<file path="config.mk">
export PLATFORM = sky130hd
export DESIGN_NAME = lwe_top
export DESIGN_NICKNAME = d
export VERILOG_FILES = /design/src/common/lwe_pkg.sv /design/src/source/lwe_top.sv /design/src/encrypt/b_writeback.sv /design/src/encrypt/mac_lane.sv /design/src/encrypt/enc_sequencer.sv /design/src/source/result_dump.sv /design/src/source/lwe_bank.sv /design/src/source/word_loader.sv /design/src/source/uart_tx.sv /design/src/source/uart_rx.sv
export SDC_FILE = /design/constraint.sdc
export NUM_CORES = 2
export LEC_CHECK = 0
export BUFFER_PORTS_ARGS = -buffer_cell sky130_fd_sc_hd__buf_2
export CORE_AREA = 10 10 346 348
export CTS_CLUSTER_SIZE = 10
export DETAILED_ROUTE_END_ITERATION = 10
export DIE_AREA = 0 0 356 358
export MAX_ROUTING_LAYER = met4
export PLACE_DENSITY = 0.74
export SLEW_MARGIN = 20
export SYNTH_ARGS = -nofsm -noshare
export SYNTH_HDL_FRONTEND = slang
export SYNTH_SLANG_ARGS = --single-unit
export TNS_END_PERCENT = 20
</file>
<file path="constraint.sdc">
create_clock -name clk_100mhz -period 4.7 [get_ports clk_100mhz]
set_clock_uncertainty 0.1 [all_clocks]
set_input_delay 0.94 -clock clk_100mhz [delete_from_list [all_inputs] [get_ports clk_100mhz]]
set_output_delay 0.94 -clock clk_100mhz [all_outputs]
set_load 0.1 [all_outputs]
</file>
<file path="src/common/lwe_pkg.sv">
package lwe_pkg;

   // problem size
   localparam int LWE_N     = 8;                   // secret length
   localparam int LWE_M     = 8;                   // output rows
   localparam int LANES     = 2;
   localparam int ROW_PAIRS = LWE_M / LANES;

   // bank depths in words
   localparam int A_WORDS  = ROW_PAIRS * LWE_N;    // two coefs per word
   localparam int PT_WORDS = ROW_PAIRS;
   localparam int SK_WORDS = LWE_N;
   localparam int B_WORDS  = ROW_PAIRS;

   // word counter regions while loading, A first
   localparam int A_BASE     = 0;
   localparam int PT_BASE    = A_BASE + A_WORDS;
   localparam int SK_BASE    = PT_BASE + PT_WORDS;
   localparam int B_BASE     = SK_BASE + SK_WORDS;
   localparam int LOAD_WORDS = B_BASE + B_WORDS;

   localparam int ERR_SHIFT = 10;                  // pt bit scaled to q/64
   localparam int BAUD_DIV  = 868;                 // 100 MHz / 115200

   typedef logic [15:0]                   coef_t;
   typedef logic signed [1:0]             sk_t;   // -2..1, sign-extended on use
   typedef logic [31:0]                   word_t;
   typedef logic [5:0]                    addr_t;
   typedef logic [$clog2(ROW_PAIRS)-1:0]  rp_t;
   typedef logic [$clog2(BAUD_DIV)-1:0]   baud_t;

   typedef coef_t [LANES-1:0] a_word_t;           // [0] = lane 0, low half
   typedef logic  [LANES-1:0] pt_word_t;          // bit l for lane l
   typedef coef_t [LANES-1:0] b_word_t;

   typedef struct packed {
      logic  en;
      addr_t addr;
      word_t data;
   } bank_wr_t;

   typedef struct packed {
      logic  valid;
      logic  last;      // final column of the row
      coef_t a;
      sk_t   s;
   } lane_in_t;

   typedef struct packed {
      logic  valid;
      coef_t sum;
   } lane_out_t;

   typedef struct packed {
      logic valid;
      logic last;
      rp_t  row_pair;
   } row_tag_t;

endpackage
</file>
<file path="src/source/lwe_top.sv">
module lwe_top import lwe_pkg::*; (
   input  logic clk_100mhz,
   input  logic sys_rst,
   input  logic uart_rxd,
   input  logic start,
   output logic uart_txd,
   output logic enc_done
);
   logic       rx_valid;
   logic [7:0] rx_byte;
   bank_wr_t   wr_a, wr_pt, wr_sk, wr_b_load, wr_b;

   addr_t      a_rd_addr  [1];
   addr_t      pt_rd_addr [1];
   addr_t      sk_rd_addr [1];
   addr_t      b_rd_addr  [2];    // 0 writeback, 1 dump
   a_word_t    a_rd       [1];
   pt_word_t   pt_rd      [1];
   sk_t        sk_rd      [1];
   b_word_t    b_rd       [2];

   row_tag_t   tag;
   logic       running;
   lane_out_t  lane_out [LANES];
   logic       dump_busy;
   logic       tx_trigger, tx_busy;
   logic [7:0] tx_byte;

   uart_rx u_rx (.clk_100mhz, .sys_rst, .rxd(uart_rxd),
                 .byte_valid(rx_valid), .byte_data(rx_byte));

   word_loader u_loader (.clk_100mhz, .sys_rst, .byte_valid(rx_valid), .byte_data(rx_byte),
                         .wr_a, .wr_pt, .wr_sk, .wr_b(wr_b_load));

   lwe_bank #(.payload_t(a_word_t), .DEPTH(A_WORDS), .NUM_RD(1)) u_a_bank (
      .clk_100mhz, .wr(wr_a), .rd_addr(a_rd_addr), .rd_data(a_rd));
   lwe_bank #(.payload_t(pt_word_t), .DEPTH(PT_WORDS), .NUM_RD(1)) u_pt_bank (
      .clk_100mhz, .wr(wr_pt), .rd_addr(pt_rd_addr), .rd_data(pt_rd));
   lwe_bank #(.payload_t(sk_t), .DEPTH(SK_WORDS), .NUM_RD(1)) u_sk_bank (
      .clk_100mhz, .wr(wr_sk), .rd_addr(sk_rd_addr), .rd_data(sk_rd));
   lwe_bank #(.payload_t(b_word_t), .DEPTH(B_WORDS), .NUM_RD(2)) u_b_bank (
      .clk_100mhz, .wr(wr_b), .rd_addr(b_rd_addr), .rd_data(b_rd));

   enc_sequencer u_seq (.clk_100mhz, .sys_rst, .start, .dump_busy,
                        .a_addr(a_rd_addr[0]), .sk_addr(sk_rd_addr[0]), .tag, .running);

   // each lane takes its half of the A word, s is shared
   for (genvar l = 0; l < LANES; l++) begin : g_lane
      lane_in_t beat;
      assign beat = '{valid: tag.valid, last: tag.last, a: a_rd[0][l], s: sk_rd[0]};
      mac_lane u_lane (.clk_100mhz, .sys_rst, .beat, .result(lane_out[l]));
   end

   b_writeback u_wb (.clk_100mhz, .sys_rst, .running, .sums(lane_out), .tag,
                     .load_wr(wr_b_load), .b_rd_addr(b_rd_addr[0]),
                     .pt_rd_addr(pt_rd_addr[0]), .b_rd(b_rd[0]), .pt_rd(pt_rd[0]),
                     .b_wr(wr_b), .done(enc_done));

   result_dump u_dump (.clk_100mhz, .sys_rst, .done(enc_done),
                       .b_rd_addr(b_rd_addr[1]), .b_rd(b_rd[1]), .tx_busy,
                       .tx_trigger, .tx_byte, .busy(dump_busy));

   uart_tx u_tx (.clk_100mhz, .sys_rst, .trigger(tx_trigger), .byte_data(tx_byte),
                 .busy(tx_busy), .txd(uart_txd));

endmodule

</file>
<file path="src/encrypt/b_writeback.sv">
module b_writeback import lwe_pkg::*; (
   input  logic      clk_100mhz,
   input  logic      sys_rst,
   input  logic      running,
   input  lane_out_t sums [LANES],
   input  row_tag_t  tag,
   input  bank_wr_t  load_wr,
   output addr_t     b_rd_addr,
   output addr_t     pt_rd_addr,
   input  b_word_t   b_rd,
   input  pt_word_t  pt_rd,
   output bank_wr_t  b_wr,
   output logic      done
);
   rp_t     rp_q;                  // row pair of the beat marked last
   rp_t     s1_rp, s2_rp;
   b_word_t s1_sum, s2_sum;
   logic    s1_valid, s2_valid;
   logic    sums_valid;
   logic    last_write;
   logic    active;                // pass still draining after running drops
   b_word_t new_b;

   always_comb begin
      sums_valid = 1'b1;
      for (int l = 0; l < LANES; l++) sums_valid &= sums[l].valid;
   end

   assign last_write = s2_valid && s2_rp == rp_t'(ROW_PAIRS - 1);
   assign b_rd_addr  = addr_t'(s1_rp);    // old b and pt come back in stage 2
   assign pt_rd_addr = addr_t'(s1_rp);

   always_comb begin
      for (int l = 0; l < LANES; l++) begin
         new_b[l] = b_rd[l] + s2_sum[l] + (coef_t'(pt_rd[l]) << ERR_SHIFT);
      end
      if (s2_valid) b_wr = '{en: 1'b1, addr: addr_t'(s2_rp), data: word_t'(new_b)};
      else if (running || active) b_wr = '0;   // loader locked out mid pass
      else b_wr = load_wr;
   end

   always_ff @(posedge clk_100mhz) begin
      if (tag.valid && tag.last) rp_q <= tag.row_pair;
      if (sums_valid) begin
         s1_rp <= rp_q;
         for (int l = 0; l < LANES; l++) s1_sum[l] <= sums[l].sum;
      end
      s2_rp  <= s1_rp;
      s2_sum <= s1_sum;
   end

   always_ff @(posedge clk_100mhz) begin
      if (sys_rst) begin
         s1_valid <= 1'b0;
         s2_valid <= 1'b0;
         active   <= 1'b0;
         done     <= 1'b0;
      end else begin
         s1_valid <= sums_valid;
         s2_valid <= s1_valid;
         done     <= last_write;   // one cycle after the final b write
         if (running) active <= 1'b1;
         else if (last_write) active <= 1'b0;
      end
   end

endmodule

</file>
<file path="src/encrypt/mac_lane.sv">
module mac_lane import lwe_pkg::*; (
   input  logic      clk_100mhz,
   input  logic      sys_rst,
   input  lane_in_t  beat,
   output lane_out_t result
);
   coef_t acc;
   coef_t s_ext;
   coef_t prod;
   coef_t acc_next;

   always_comb begin
      s_ext    = coef_t'(beat.s);           // sk_t is signed so this sign-extends
      prod     = coef_t'(beat.a * s_ext);   // low 16 bits, wraps mod 2^16
      acc_next = acc + prod;
   end

   always_ff @(posedge clk_100mhz) begin
      if (sys_rst) begin
         acc          <= '0;
         result.valid <= 1'b0;
      end else begin
         result.valid <= beat.valid && beat.last;
         if (beat.valid) begin
            if (beat.last) begin
               result.sum <= acc_next;
               acc        <= '0;   // next row pair starts clean
            end else begin
               acc <= acc_next;
            end
         end
      end
   end

endmodule

</file>
<file path="src/encrypt/enc_sequencer.sv">
module enc_sequencer import lwe_pkg::*; (
   input  logic     clk_100mhz,
   input  logic     sys_rst,
   input  logic     start,
   input  logic     dump_busy,
   output addr_t    a_addr,
   output addr_t    sk_addr,
   output row_tag_t tag,
   output logic     running
);
   typedef logic [$clog2(LWE_N)-1:0] col_t;

   logic start_q;    // for edge detect
   rp_t  rp;
   col_t col;
   logic col_last;

   assign col_last = (col == col_t'(LWE_N - 1));

   // A is stored row pair major, one column per word
   assign a_addr  = addr_t'(int'(rp) * LWE_N + int'(col));
   assign sk_addr = addr_t'(col);

   always_ff @(posedge clk_100mhz) begin
      if (sys_rst) begin
         start_q <= 1'b0;
         running <= 1'b0;
         rp      <= '0;
         col     <= '0;
         tag     <= '0;
      end else begin
         start_q <= start;

         // tag lags the addresses by one, lines up with bank data
         tag.valid    <= running;
         tag.last     <= running && col_last;
         tag.row_pair <= rp;

         if (!running) begin
            if (start && !start_q && !dump_busy) begin   // rising start only
               running <= 1'b1;
               rp      <= '0;
               col     <= '0;
            end
         end else if (col_last) begin
            col <= '0;
            if (rp == rp_t'(ROW_PAIRS - 1)) running <= 1'b0;   // last beat issued
            else rp <= rp + 1'b1;
         end else begin
            col <= col + 1'b1;
         end
      end
   end

endmodule

</file>
<file path="src/source/result_dump.sv">
module result_dump import lwe_pkg::*; (
   input  logic       clk_100mhz,
   input  logic       sys_rst,
   input  logic       done,
   output addr_t      b_rd_addr,
   input  b_word_t    b_rd,
   input  logic       tx_busy,
   output logic       tx_trigger,
   output logic [7:0] tx_byte,
   output logic       busy
);
   typedef enum logic [1:0] {D_IDLE, D_FETCH, D_SEND, D_DRAIN} dump_state_t;
   typedef logic [$clog2(B_WORDS)-1:0] widx_t;

   dump_state_t state;
   widx_t       word_idx;
   logic [1:0]  byte_idx;
   word_t       b_flat;

   assign b_rd_addr  = addr_t'(word_idx);
   assign b_flat     = b_rd;                        // lane 0 coef in low half
   assign tx_byte    = b_flat[8*byte_idx +: 8];     // low byte first
   assign tx_trigger = (state == D_SEND) && !tx_busy;
   assign busy       = (state != D_IDLE);

   always_ff @(posedge clk_100mhz) begin
      if (sys_rst) begin
         state    <= D_IDLE;
         word_idx <= '0;
         byte_idx <= '0;
      end else begin
         case (state)
            D_IDLE: if (done) begin
               word_idx <= '0;
               byte_idx <= '0;
               state    <= D_FETCH;
            end
            D_FETCH: state <= D_SEND;               // one cycle read latency
            D_SEND:  if (!tx_busy) state <= D_DRAIN; // tx sees trigger this edge
            D_DRAIN: if (!tx_busy) begin
               byte_idx <= byte_idx + 1'b1;
               if (byte_idx != 2'd3) begin
                  state <= D_SEND;
               end else if (word_idx == widx_t'(B_WORDS - 1)) begin
                  state <= D_IDLE;
               end else begin
                  word_idx <= word_idx + 1'b1;
                  state    <= D_FETCH;
               end
            end
            default: state <= D_IDLE;
         endcase
      end
   end

endmodule

</file>
<file path="src/source/lwe_bank.sv">
module lwe_bank import lwe_pkg::*; #(
   parameter type payload_t = word_t,
   parameter int  DEPTH     = 4,
   parameter int  NUM_RD    = 1
) (
   input  logic     clk_100mhz,
   input  bank_wr_t wr,
   input  addr_t    rd_addr [NUM_RD],
   output payload_t rd_data [NUM_RD]
);
   payload_t mem [DEPTH];

   initial begin
      for (int i = 0; i < DEPTH; i++) mem[i] = '0;   // banks power up cleared
   end

   always_ff @(posedge clk_100mhz) begin
      // only the low bits of the loaded word carry this bank's payload
      if (wr.en) mem[wr.addr[$clog2(DEPTH)-1:0]] <= wr.data[$bits(payload_t)-1:0];
      for (int p = 0; p < NUM_RD; p++) begin
         rd_data[p] <= mem[rd_addr[p][$clog2(DEPTH)-1:0]];   // read-first
      end
   end

endmodule

</file>
<file path="src/source/word_loader.sv">
module word_loader import lwe_pkg::*; (
   input  logic       clk_100mhz,
   input  logic       sys_rst,
   input  logic       byte_valid,
   input  logic [7:0] byte_data,
   output bank_wr_t   wr_a,
   output bank_wr_t   wr_pt,
   output bank_wr_t   wr_sk,
   output bank_wr_t   wr_b
);
   logic [1:0]                          byte_cnt;
   logic [23:0]                         low_bytes;   // first three bytes of the word
   logic [$clog2(LOAD_WORDS+1)-1:0]     word_cnt;    // saturates at LOAD_WORDS
   int                                  cnt;
   logic                                take;
   word_t                               word;

   assign cnt  = int'(word_cnt);
   assign word = {byte_data, low_bytes};   // 4th byte is the top one
   assign take = byte_valid && byte_cnt == 2'd3 && cnt < LOAD_WORDS;

   always_ff @(posedge clk_100mhz) begin
      if (byte_valid) low_bytes <= {byte_data, low_bytes[23:8]};

      if (sys_rst) begin
         byte_cnt <= '0;
         word_cnt <= '0;
         wr_a     <= '0;
         wr_pt    <= '0;
         wr_sk    <= '0;
         wr_b     <= '0;
      end else begin
         if (byte_valid) byte_cnt <= byte_cnt + 1'b1;
         if (take) word_cnt <= word_cnt + 1'b1;

         // region decode, addr relative to each bank base
         wr_a  <= '{en: take && cnt < PT_BASE,
                    addr: addr_t'(cnt - A_BASE), data: word};
         wr_pt <= '{en: take && cnt >= PT_BASE && cnt < SK_BASE,
                    addr: addr_t'(cnt - PT_BASE), data: word};
         wr_sk <= '{en: take && cnt >= SK_BASE && cnt < B_BASE,
                    addr: addr_t'(cnt - SK_BASE), data: word};
         wr_b  <= '{en: take && cnt >= B_BASE,
                    addr: addr_t'(cnt - B_BASE), data: word};
      end
   end

endmodule

</file>
<file path="src/source/uart_tx.sv">
module uart_tx import lwe_pkg::*; (
   input  logic       clk_100mhz,
   input  logic       sys_rst,
   input  logic       trigger,
   input  logic [7:0] byte_data,
   output logic       busy,
   output logic       txd
);
   logic [8:0] shreg;       // data bits then stop bit
   logic [3:0] bits_left;   // bits still to go after the current one
   baud_t      baud_cnt;

   always_ff @(posedge clk_100mhz) begin
      if (sys_rst) begin
         busy      <= 1'b0;
         txd       <= 1'b1;   // idle high
         bits_left <= '0;
         baud_cnt  <= '0;
      end else if (!busy) begin
         if (trigger) begin
            busy      <= 1'b1;
            txd       <= 1'b0;              // start bit
            shreg     <= {1'b1, byte_data};
            bits_left <= 4'd9;
            baud_cnt  <= baud_t'(BAUD_DIV - 1);
         end
      end else if (baud_cnt != '0) begin
         baud_cnt <= baud_cnt - 1'b1;
      end else if (bits_left == '0) begin
         busy <= 1'b0;        // stop bit done, txd already high
      end else begin
         txd       <= shreg[0];
         shreg     <= {1'b1, shreg[8:1]};
         bits_left <= bits_left - 1'b1;
         baud_cnt  <= baud_t'(BAUD_DIV - 1);
      end
   end

endmodule

</file>
<file path="src/source/uart_rx.sv">
module uart_rx import lwe_pkg::*; (
   input  logic       clk_100mhz,
   input  logic       sys_rst,
   input  logic       rxd,
   output logic       byte_valid,
   output logic [7:0] byte_data
);
   typedef enum logic [1:0] {RX_IDLE, RX_START, RX_DATA, RX_STOP} rx_state_t;

   rx_state_t  state;
   logic       rx_meta, rx_sync;   // two-flop synchronizer
   baud_t      baud_cnt;           // counts down to the next sample point
   logic [2:0] bit_idx;
   logic [7:0] shreg;

   assign byte_data = shreg;

   always_ff @(posedge clk_100mhz) begin
      if (sys_rst) begin
         rx_meta    <= 1'b1;       // line idles high
         rx_sync    <= 1'b1;
         state      <= RX_IDLE;
         baud_cnt   <= '0;
         bit_idx    <= '0;
         byte_valid <= 1'b0;
      end else begin
         rx_meta    <= rxd;
         rx_sync    <= rx_meta;
         byte_valid <= 1'b0;
         case (state)
            RX_IDLE: if (!rx_sync) begin
               state    <= RX_START;
               baud_cnt <= baud_t'(BAUD_DIV / 2 - 1);   // aim for mid start bit
            end
            RX_START: if (baud_cnt == '0) begin
               // glitch shorter than half a bit goes back to idle
               state    <= rx_sync ? RX_IDLE : RX_DATA;
               baud_cnt <= baud_t'(BAUD_DIV - 1);
               bit_idx  <= '0;
            end else begin
               baud_cnt <= baud_cnt - 1'b1;
            end
            RX_DATA: if (baud_cnt == '0) begin
               shreg    <= {rx_sync, shreg[7:1]};   // lsb first
               bit_idx  <= bit_idx + 1'b1;
               baud_cnt <= baud_t'(BAUD_DIV - 1);
               if (bit_idx == 3'd7) state <= RX_STOP;
            end else begin
               baud_cnt <= baud_cnt - 1'b1;
            end
            RX_STOP: if (baud_cnt == '0) begin
               byte_valid <= rx_sync;   // framing error drops the byte
               state      <= RX_IDLE;
            end else begin
               baud_cnt <= baud_cnt - 1'b1;
            end
            default: state <= RX_IDLE;
         endcase
      end
   end

endmodule

</file>
# Word-level counts from Yosys, hierarchy flattened

Memory sizes are Yosys's and may differ from the RTL's. A register that Yosys moved wholly into a read port is not among the register bits.
Cells that the tools add are included.

Input port bits: 4
Flip-flop bits (word level): 291
Memories kept: 4
Word-level logic and storage cells: 231
Bits in writable memories: 1176
Output and inout bits: 2

$lt $le $gt $ge: 7
Reduce and logical (&&, ||, !) cells: 43
Add/subtract/negate cells: 20
Equality and inequality tests: 29
Multiplexer cells: 72
Bitwise operators: 3
Shifts and indexed selects: 1
$mul: 2

Memories:

| name          | words | width | rd ports | clocked after Yosys merged registers in | wr ports | RTL line       | text |
|---|---|---|---|---|---|---|---|
| u_a_bank.mem  | 32    | 32    | 1        | 1                                       | 1        | lwe_bank.sv:11 | `payload_t mem [DEPTH];` |
| u_b_bank.mem  | 4     | 32    | 2        | 2                                       | 1        | lwe_bank.sv:11 |  |
| u_sk_bank.mem | 8     | 2     | 1        | 1                                       | 1        | lwe_bank.sv:11 |  |
| u_pt_bank.mem | 4     | 2     | 1        | 1                                       | 1        | lwe_bank.sv:11 |  |

Operators with widths:

| kind                                                      | count |
|---|---|
| two-way mux 39 bit                                        | 2 |
| two-way mux 10 bit                                        | 7 |
| adder 16 bit                                              | 4 |
| two-way mux 2 bit                                         | 19 |
| two-way mux 9 bit                                         | 4 |
| adder 16 x 11 -> 16 bit                                   | 2 |
| multiplier 16 x 2 -> 16 bit                               | 2 |
| two-way mux 16 bit                                        | 2 |
| variable part select 32 x 6 -> 8 bit                      | 1 |
| one-hot mux 10 bit (3 select lines)                       | 1 |
| < comparator 6 bit (second input constant)                | 4 |
| != test 2 bit (second input constant)                     | 12 |
| two-way mux 1 bit                                         | 23 |
| AND reduction 3 bit                                       | 7 |
| subtractor 10 x 1 -> 10 bit (second input constant)       | 2 |
| greater-or-equal comparator 6 bit (second input constant) | 3 |
| equality test 2 bit (second input constant)               | 8 |
| two-way mux 4 bit                                         | 4 |
| one-hot mux 2 bit (4 select lines)                        | 2 |
| two-way mux 3 bit                                         | 5 |
| logical AND 1 bit                                         | 14 |
| nonzero test 2 bit                                        | 6 |
| logical NOT 10 bit                                        | 1 |
| AND reduction 5 bit                                       | 2 |
| other kinds (24)                                          | 40 |

# Depth between registers and ports, before layout

Word-level depth: 5
Gate-level depth with buffers: 13
Mapped depth without buffers: 10

# Hierarchy

From an unflattened synthesis, not the netlist that was laid out.

Cell total of the unflattened synthesis: 4210
Area total of the unflattened synthesis: 65006.1 um2

By module, submodules not included:

| module                | area an instance (um2) | times used | seq. area each (um2) | cells each |
|---|---|---|---|---|
| lwe_bank at u_a_bank  | 40492.6                | 1          | 31390.1              | 2260 |
| lwe_bank at u_b_bank  | 6785.3                 | 1          | 5124.9               | 274 |
| mac_lane              | 2718.9                 | 2          | 820.8                | 300 |
| b_writeback           | 4187.8                 | 1          | 1841.8               | 370 |
| word_loader           | 3350.7                 | 1          | 1881.8               | 289 |
| uart_rx               | 1418.9                 | 1          | 600.6                | 145 |
| uart_tx               | 1179.9                 | 1          | 560.5                | 118 |
| lwe_bank at u_sk_bank | 706.9                  | 1          | 520.5                | 37 |
| result_dump           | 584.3                  | 1          | 120.1                | 53 |
| enc_sequencer         | 498.0                  | 1          | 220.2                | 48 |
| lwe_bank at u_pt_bank | 364.1                  | 1          | 280.3                | 16 |

# Least setup slack after synthesis

OpenSTA, ideal clock, no wires.

Path kind: register -> register
Start point: register u_sk_bank.rd_data[1] (netlist bit) (read register of u_sk_bank.mem)
End point: register g_lane[1].u_lane.result[14] (netlist bit), data pin
Stages on the path, launching flop included: 13
Slack: 1.274 ns
Required time: 4.345 ns
Path buffers: 2
Arrival time: 3.071 ns
Clock period less this slack: 3.426 ns
Path through: dfxtp_1 clkbuf_1 clkbuf_1 nand2b_1 fa_1 inv_1 ha_1 and3_1 o21ai_0 o21ba_2 or4_1 a21o_1 and2_1

Word-level cells in the longest chain between the ends: 2

RTL lines:

| item                                    | RTL line       | text |
|---|---|---|
| start, declared                         | lwe_bank.sv:9  | `output payload_t rd_data [NUM_RD]` |
| multiplier 16 x 2 -> 16 bit             | mac_lane.sv:14 | `prod = coef_t'(beat.a * s_ext);` |
| adder 16 bit                            | mac_lane.sv:15 | `acc_next = acc + prod;` |
| named net g_lane[1].u_lane.acc_next[14] | mac_lane.sv:10 | `coef_t acc_next;` |
| end, declared                           | mac_lane.sv:5  | `output lane_out_t result` |

The timed path passes the listed nets, and every way through them passes these cells.
A chain may end at the register's enable or synchronous reset.

# Worst setup path in the final report

Start point: register u_sk_bank.rd_data[0] (netlist bit) (read register of u_sk_bank.mem)
End point: register g_lane[1].u_lane.acc[15]

Word-level cells in the longest chain between the ends: 3

RTL lines:

| item                                    | RTL line       | text |
|---|---|---|
| multiplier 16 x 2 -> 16 bit             | mac_lane.sv:14 |  |
| adder 16 bit                            | mac_lane.sv:15 |  |
| named net g_lane[1].u_lane.acc_next[15] | mac_lane.sv:10 |  |
| two-way mux 16 bit                      | mac_lane.sv:25 | `if (beat.last) begin` |
| end signal, assigned                    | mac_lane.sv:29 | `acc <= acc_next;` |
| end, declared                           | mac_lane.sv:7  | `coef_t acc;` |

The timed path passes the listed nets, and every way through them passes these cells.

==> impl_summary.md <==
Outcome
The flow ran to the end, and the final reports show no timing, DRC or antenna violations.

Setup path
In this run the worst path has a maximum fanout of 19. The setup path with the least slack is of type register to register. The required time at the endpoint of the critical path is 5.26 ns. The worst setup path is launched from a register.

The worst setup path is captured at a register. The signal arrival time at the worst endpoint is 4.44 ns.

Synth
The post-synthesis sequential element count is 1,556. The portion of the post-synthesis area used by sequential elements is 71.4%. The number of standard cells after synthesis is 3,237. Counting flops with a built-in enable in the synthesized netlist gives 1,284. For this run, the leading register cell type out of synthesis is sky130_fd_sc_hd__edfxtp_1. For this run, asynchronously set or reset flops after synthesis account for 0%.

Yosys mapped the design onto 78 distinct sky130hd cell types. The area of the mapped netlist is 61,600 um2. A synthesized cell averages 19.0 um2. Synthesis produced a netlist with a net count of 3,383. The Yosys step of the flow raised 0 warnings.

Global route
For this run, global-route usage on met1 was measured as 30.5%. In the global route stage, met2 resource usage came out at 37.4%. In the global route stage, met3 resource usage came out at 4.23%. The number of antenna violations at the first check in global routing is 4.

The maximum number of pins on one net before global-route repair is 57. The first global-routing pass estimated 213,000 um of wire. The number of global-route vias before repair is 32,400.

The busiest layer in global routing is met2. Global routing consumed, over all layers together, 23.3% of the routing resources. Summed over all layers, the global routing overflow is 0.

Clocking
TritonCTS built the clock tree. The count of clock tree sinks is 1,556. After clock tree synthesis, the setup repair step added 0 buffers. In this run, post-CTS repair resized a total of 0 instances.

Clock latency on the worst-skew pair, taken at its later pin, is 0.78 ns. The clock-pin slew on the worst setup and hold paths is 0.06 ns. The number of CTS-inserted buffers is 176. The cell sitting at the root of the clock tree is a sky130_fd_sc_hd__clkbuf_16.

Buffers inserted to repair hold after CTS numbered 0. The H-tree generated during clock tree synthesis spans 4 levels. The largest buffer count on any clock path is 3.

Drt
The routed design has 143,000 um of wire. The total number of vias is 31,400. For this run, design rule violations remaining after detail routing come to 0.

The mean number of vias per cell is 6.30. Dividing the detail-routed wire length by the instance count gives 28.7 um. The violation count after the first detailed-route iteration is 4,091.

The first detailed-routing pass took 7 iterations. The post-detailed-route count of antenna-violating nets is 0.

Final layout
Measured on the finished design, the core utilization comes to 61.5%. After the last flow step, the layout net total stands at 3,514. For this run, the number of standard cells in the final layout without fillers is 4,982.

The fraction of final layout cells with drive strength greater than 1 is 23.7%. Relative to the synthesized area, the layout overhead comes to 12.2%. The repair_antennas step left the layout with diodes totalling 0. After filler insertion, the fill cell instance count of the layout stands at 7,651.

Placed design
The final weighted congestion in routability-driven placement is 0.840. Timing analysis after detailed placement gives a worst setup slack of 0.776 ns. Port buffering added 5 buffers. After legalization and detailed placement, the total HPWL measured 82,400 um. The cell total after placement is 4,689.

Timing
Setup repair after global routing left no endpoint under its margin. The worst relative slew slack is 28.1%. The final period demand of the worst path is 3.88 ns.

The final worst setup slack is 0.821 ns. Based on the critical path, the design can be clocked at up to 258 MHz. The total count of max-transition violations in the final report came to 0. The final number of hold-violating endpoints is 0. Setup violations remaining at the end of the flow were counted as 0.

The measured slew at the worst slew-check pin is 1.08 ns. The final clock period utilization by the worst path is 82.5%. For the final routed database, the setup TNS stands at 0 ns.

Floorplan
The die is 358 um tall. In this run the standard cell core region covers 112,000 um2. The die area is 127,000 um2. Pin placement for this block handled 6 I/O pins. After floorplanning, the core was divided into 123 placement rows. The die span in x is 356 um. The initial core utilization is 54.9%.

Power and ir drop
The leakage power is 22.7 nW. Power spread over the standard cell area amounts to 413 nW/um2. IR analysis of the VDD net gives a maximum drop of 0.367 mV.

Hold path
The worst hold path belongs to the class register to register.

Job
The number of max-cap violations is 0.
## synth_stat cells, types with 10 or more instances
cell                          n  area (um2)
sky130_fd_sc_hd__a21o_1      20         150
sky130_fd_sc_hd__nand2b_1    38         238
sky130_fd_sc_hd__nand3b_1    10        75.1
sky130_fd_sc_hd__and2_1      11        68.8
sky130_fd_sc_hd__a31oi_1     10        62.6
sky130_fd_sc_hd__fa_1        34         681
sky130_fd_sc_hd__nor2_1     143         537
sky130_fd_sc_hd__mux4_2     398        8960
sky130_fd_sc_hd__xnor2_1     38         333
sky130_fd_sc_hd__o21ai_0     48         240
sky130_fd_sc_hd__ha_1       108        1350
sky130_fd_sc_hd__a22o_1      45         394
sky130_fd_sc_hd__inv_1      128         480
sky130_fd_sc_hd__xor2_1      25         219
sky130_fd_sc_hd__buf_4       13        97.6
sky130_fd_sc_hd__dfxtp_1    272        5450
sky130_fd_sc_hd__edfxtp_1  1284       38600
sky130_fd_sc_hd__buf_1       33         124
sky130_fd_sc_hd__nor3_1      21         105
sky130_fd_sc_hd__nand2_1     84         315
sky130_fd_sc_hd__nor2b_1     60         375
sky130_fd_sc_hd__clkbuf_1    86         323
sky130_fd_sc_hd__o21a_1      14         105
sky130_fd_sc_hd__nand3_1     19        95.1
sky130_fd_sc_hd__mux2_2      43         484
sky130_fd_sc_hd__a21oi_1     66         330
## where the power goes
group	total [mW]	internal, mW	switching (mW)
logic	1.25	0.571	0.683
registers	15.0	14.9	0.124
clock network	12.3	7.01	5.26
total	28.5	22.5	6.06
## cell usage in the layout (no fill, tap or decap), drive strengths merged, types with 53 or more instances in the layout
cell	netlist	routed
nand2	84	84
nor2b	60	60
clkbuf	86	273
a21oi	68	68
ha	108	108
dfxtp	272	272
nor2	144	144
o21ai	53	53
buf	59	98
inv	128	134
edfxtp	1284	1284
mux4	398	398
## sequential cells by signal, indices dropped and copies added (netlist names), 24 cells and up, named ones only
register / count
u_b_bank.mem: 128
u_wb.s1_sum: 32
u_a_bank.mem: 1024
g_lane.u_lane.acc: 32
g_lane.u_lane.result: 33
u_a_bank.rd_data: 32
u_wb.s2_sum: 32
u_b_bank.rd_data: 64
u_loader.wr_a: 36
u_loader.low_bytes: 24
## worst max-delay path, cell delays in order (launching register included)
cell and delay (ns):
sky130_fd_sc_hd__dfxtp_1 0.75, sky130_fd_sc_hd__nand2_1 0.17, sky130_fd_sc_hd__fa_1 0.59, sky130_fd_sc_hd__inv_1 0.06
sky130_fd_sc_hd__ha_1 0.30, sky130_fd_sc_hd__a211oi_1 0.25, sky130_fd_sc_hd__nor2_1 0.10, sky130_fd_sc_hd__o41ai_1 0.77
sky130_fd_sc_hd__o21ai_0 0.24, sky130_fd_sc_hd__xor2_1 0.22, sky130_fd_sc_hd__a22o_1 0.22
## area by class of cell
type / instances / area [um2] / area share [%]
Inverter: 128 / 480 / 0.695
Tap cell: 1500 / 1880 / 2.71
Clock inverter: 19 / 275 / 0.398
Sequential cell: 1556 / 44000 / 63.7
Timing Repair Buffer: 98 / 871 / 1.26
Clock buffer: 273 / 4810 / 6.95
Multi-Input combinational cell: 1408 / 16800 / 24.3
## cell families (layout without fill, tap and decap cells)
group | count (synthesis) | count (layout) | share of synthesized area (%)
DFF | 1556 | 1556 | 71.4
muxes | 449 | 449 | 15.5
and+or+nand+nor | 449 | 449 | 3.65
AOI/OAI and AO/OA | 305 | 305 | 3.51
buffers and inverters | 273 | 518 | 1.81
adders and majority gates | 142 | 142 | 3.30
xor gates and xnor gates | 63 | 63 | 0.895
## through the flow
| stage | power [mW] | hold WS, ns | instance area (um2) |
|---|---|---|---|
| final | 28.5 | 0.231 | 69100 |
| after global routing | 29.4 | 0.237 | 69100 |
| after CTS | 28.7 | 0.214 | 69100 |
| after detailed placement | 16.5 | 0.227 | 64000 |
| after global placement | 16.5 | 0.224 | 64000 |
| after floorplan | 16.2 | 0.223 | 61600 |
## final timing paths
kind / startpoint / slack, ns / end / cells after the start
setup / recovery: u_sk_bank.rd_data[0] / 0.82 / g_lane[1].u_lane.acc[15] / 10
hold / removal: u_wb.s1_sum[17] / 0.23 / u_wb.s2_sum[17] / 0
setup reg to reg: u_sk_bank.rd_data[0] / 0.82 / g_lane[1].u_lane.acc[15] / 10
hold reg to reg: u_wb.s1_sum[17] / 0.23 / u_wb.s2_sum[17] / 0
## layer usage
| metal | up-vias | wire [um] |
|---|---|---|
| met5 | - | 0 |
| met4 | 0 | 3730 |
| met3 | 259 | 12400 |
| met2 | 1630 | 71300 |
| met1 | 16300 | 55500 |
| li1 | 13200 | - |
No activity file was read; power rests on OpenSTA's default activity.
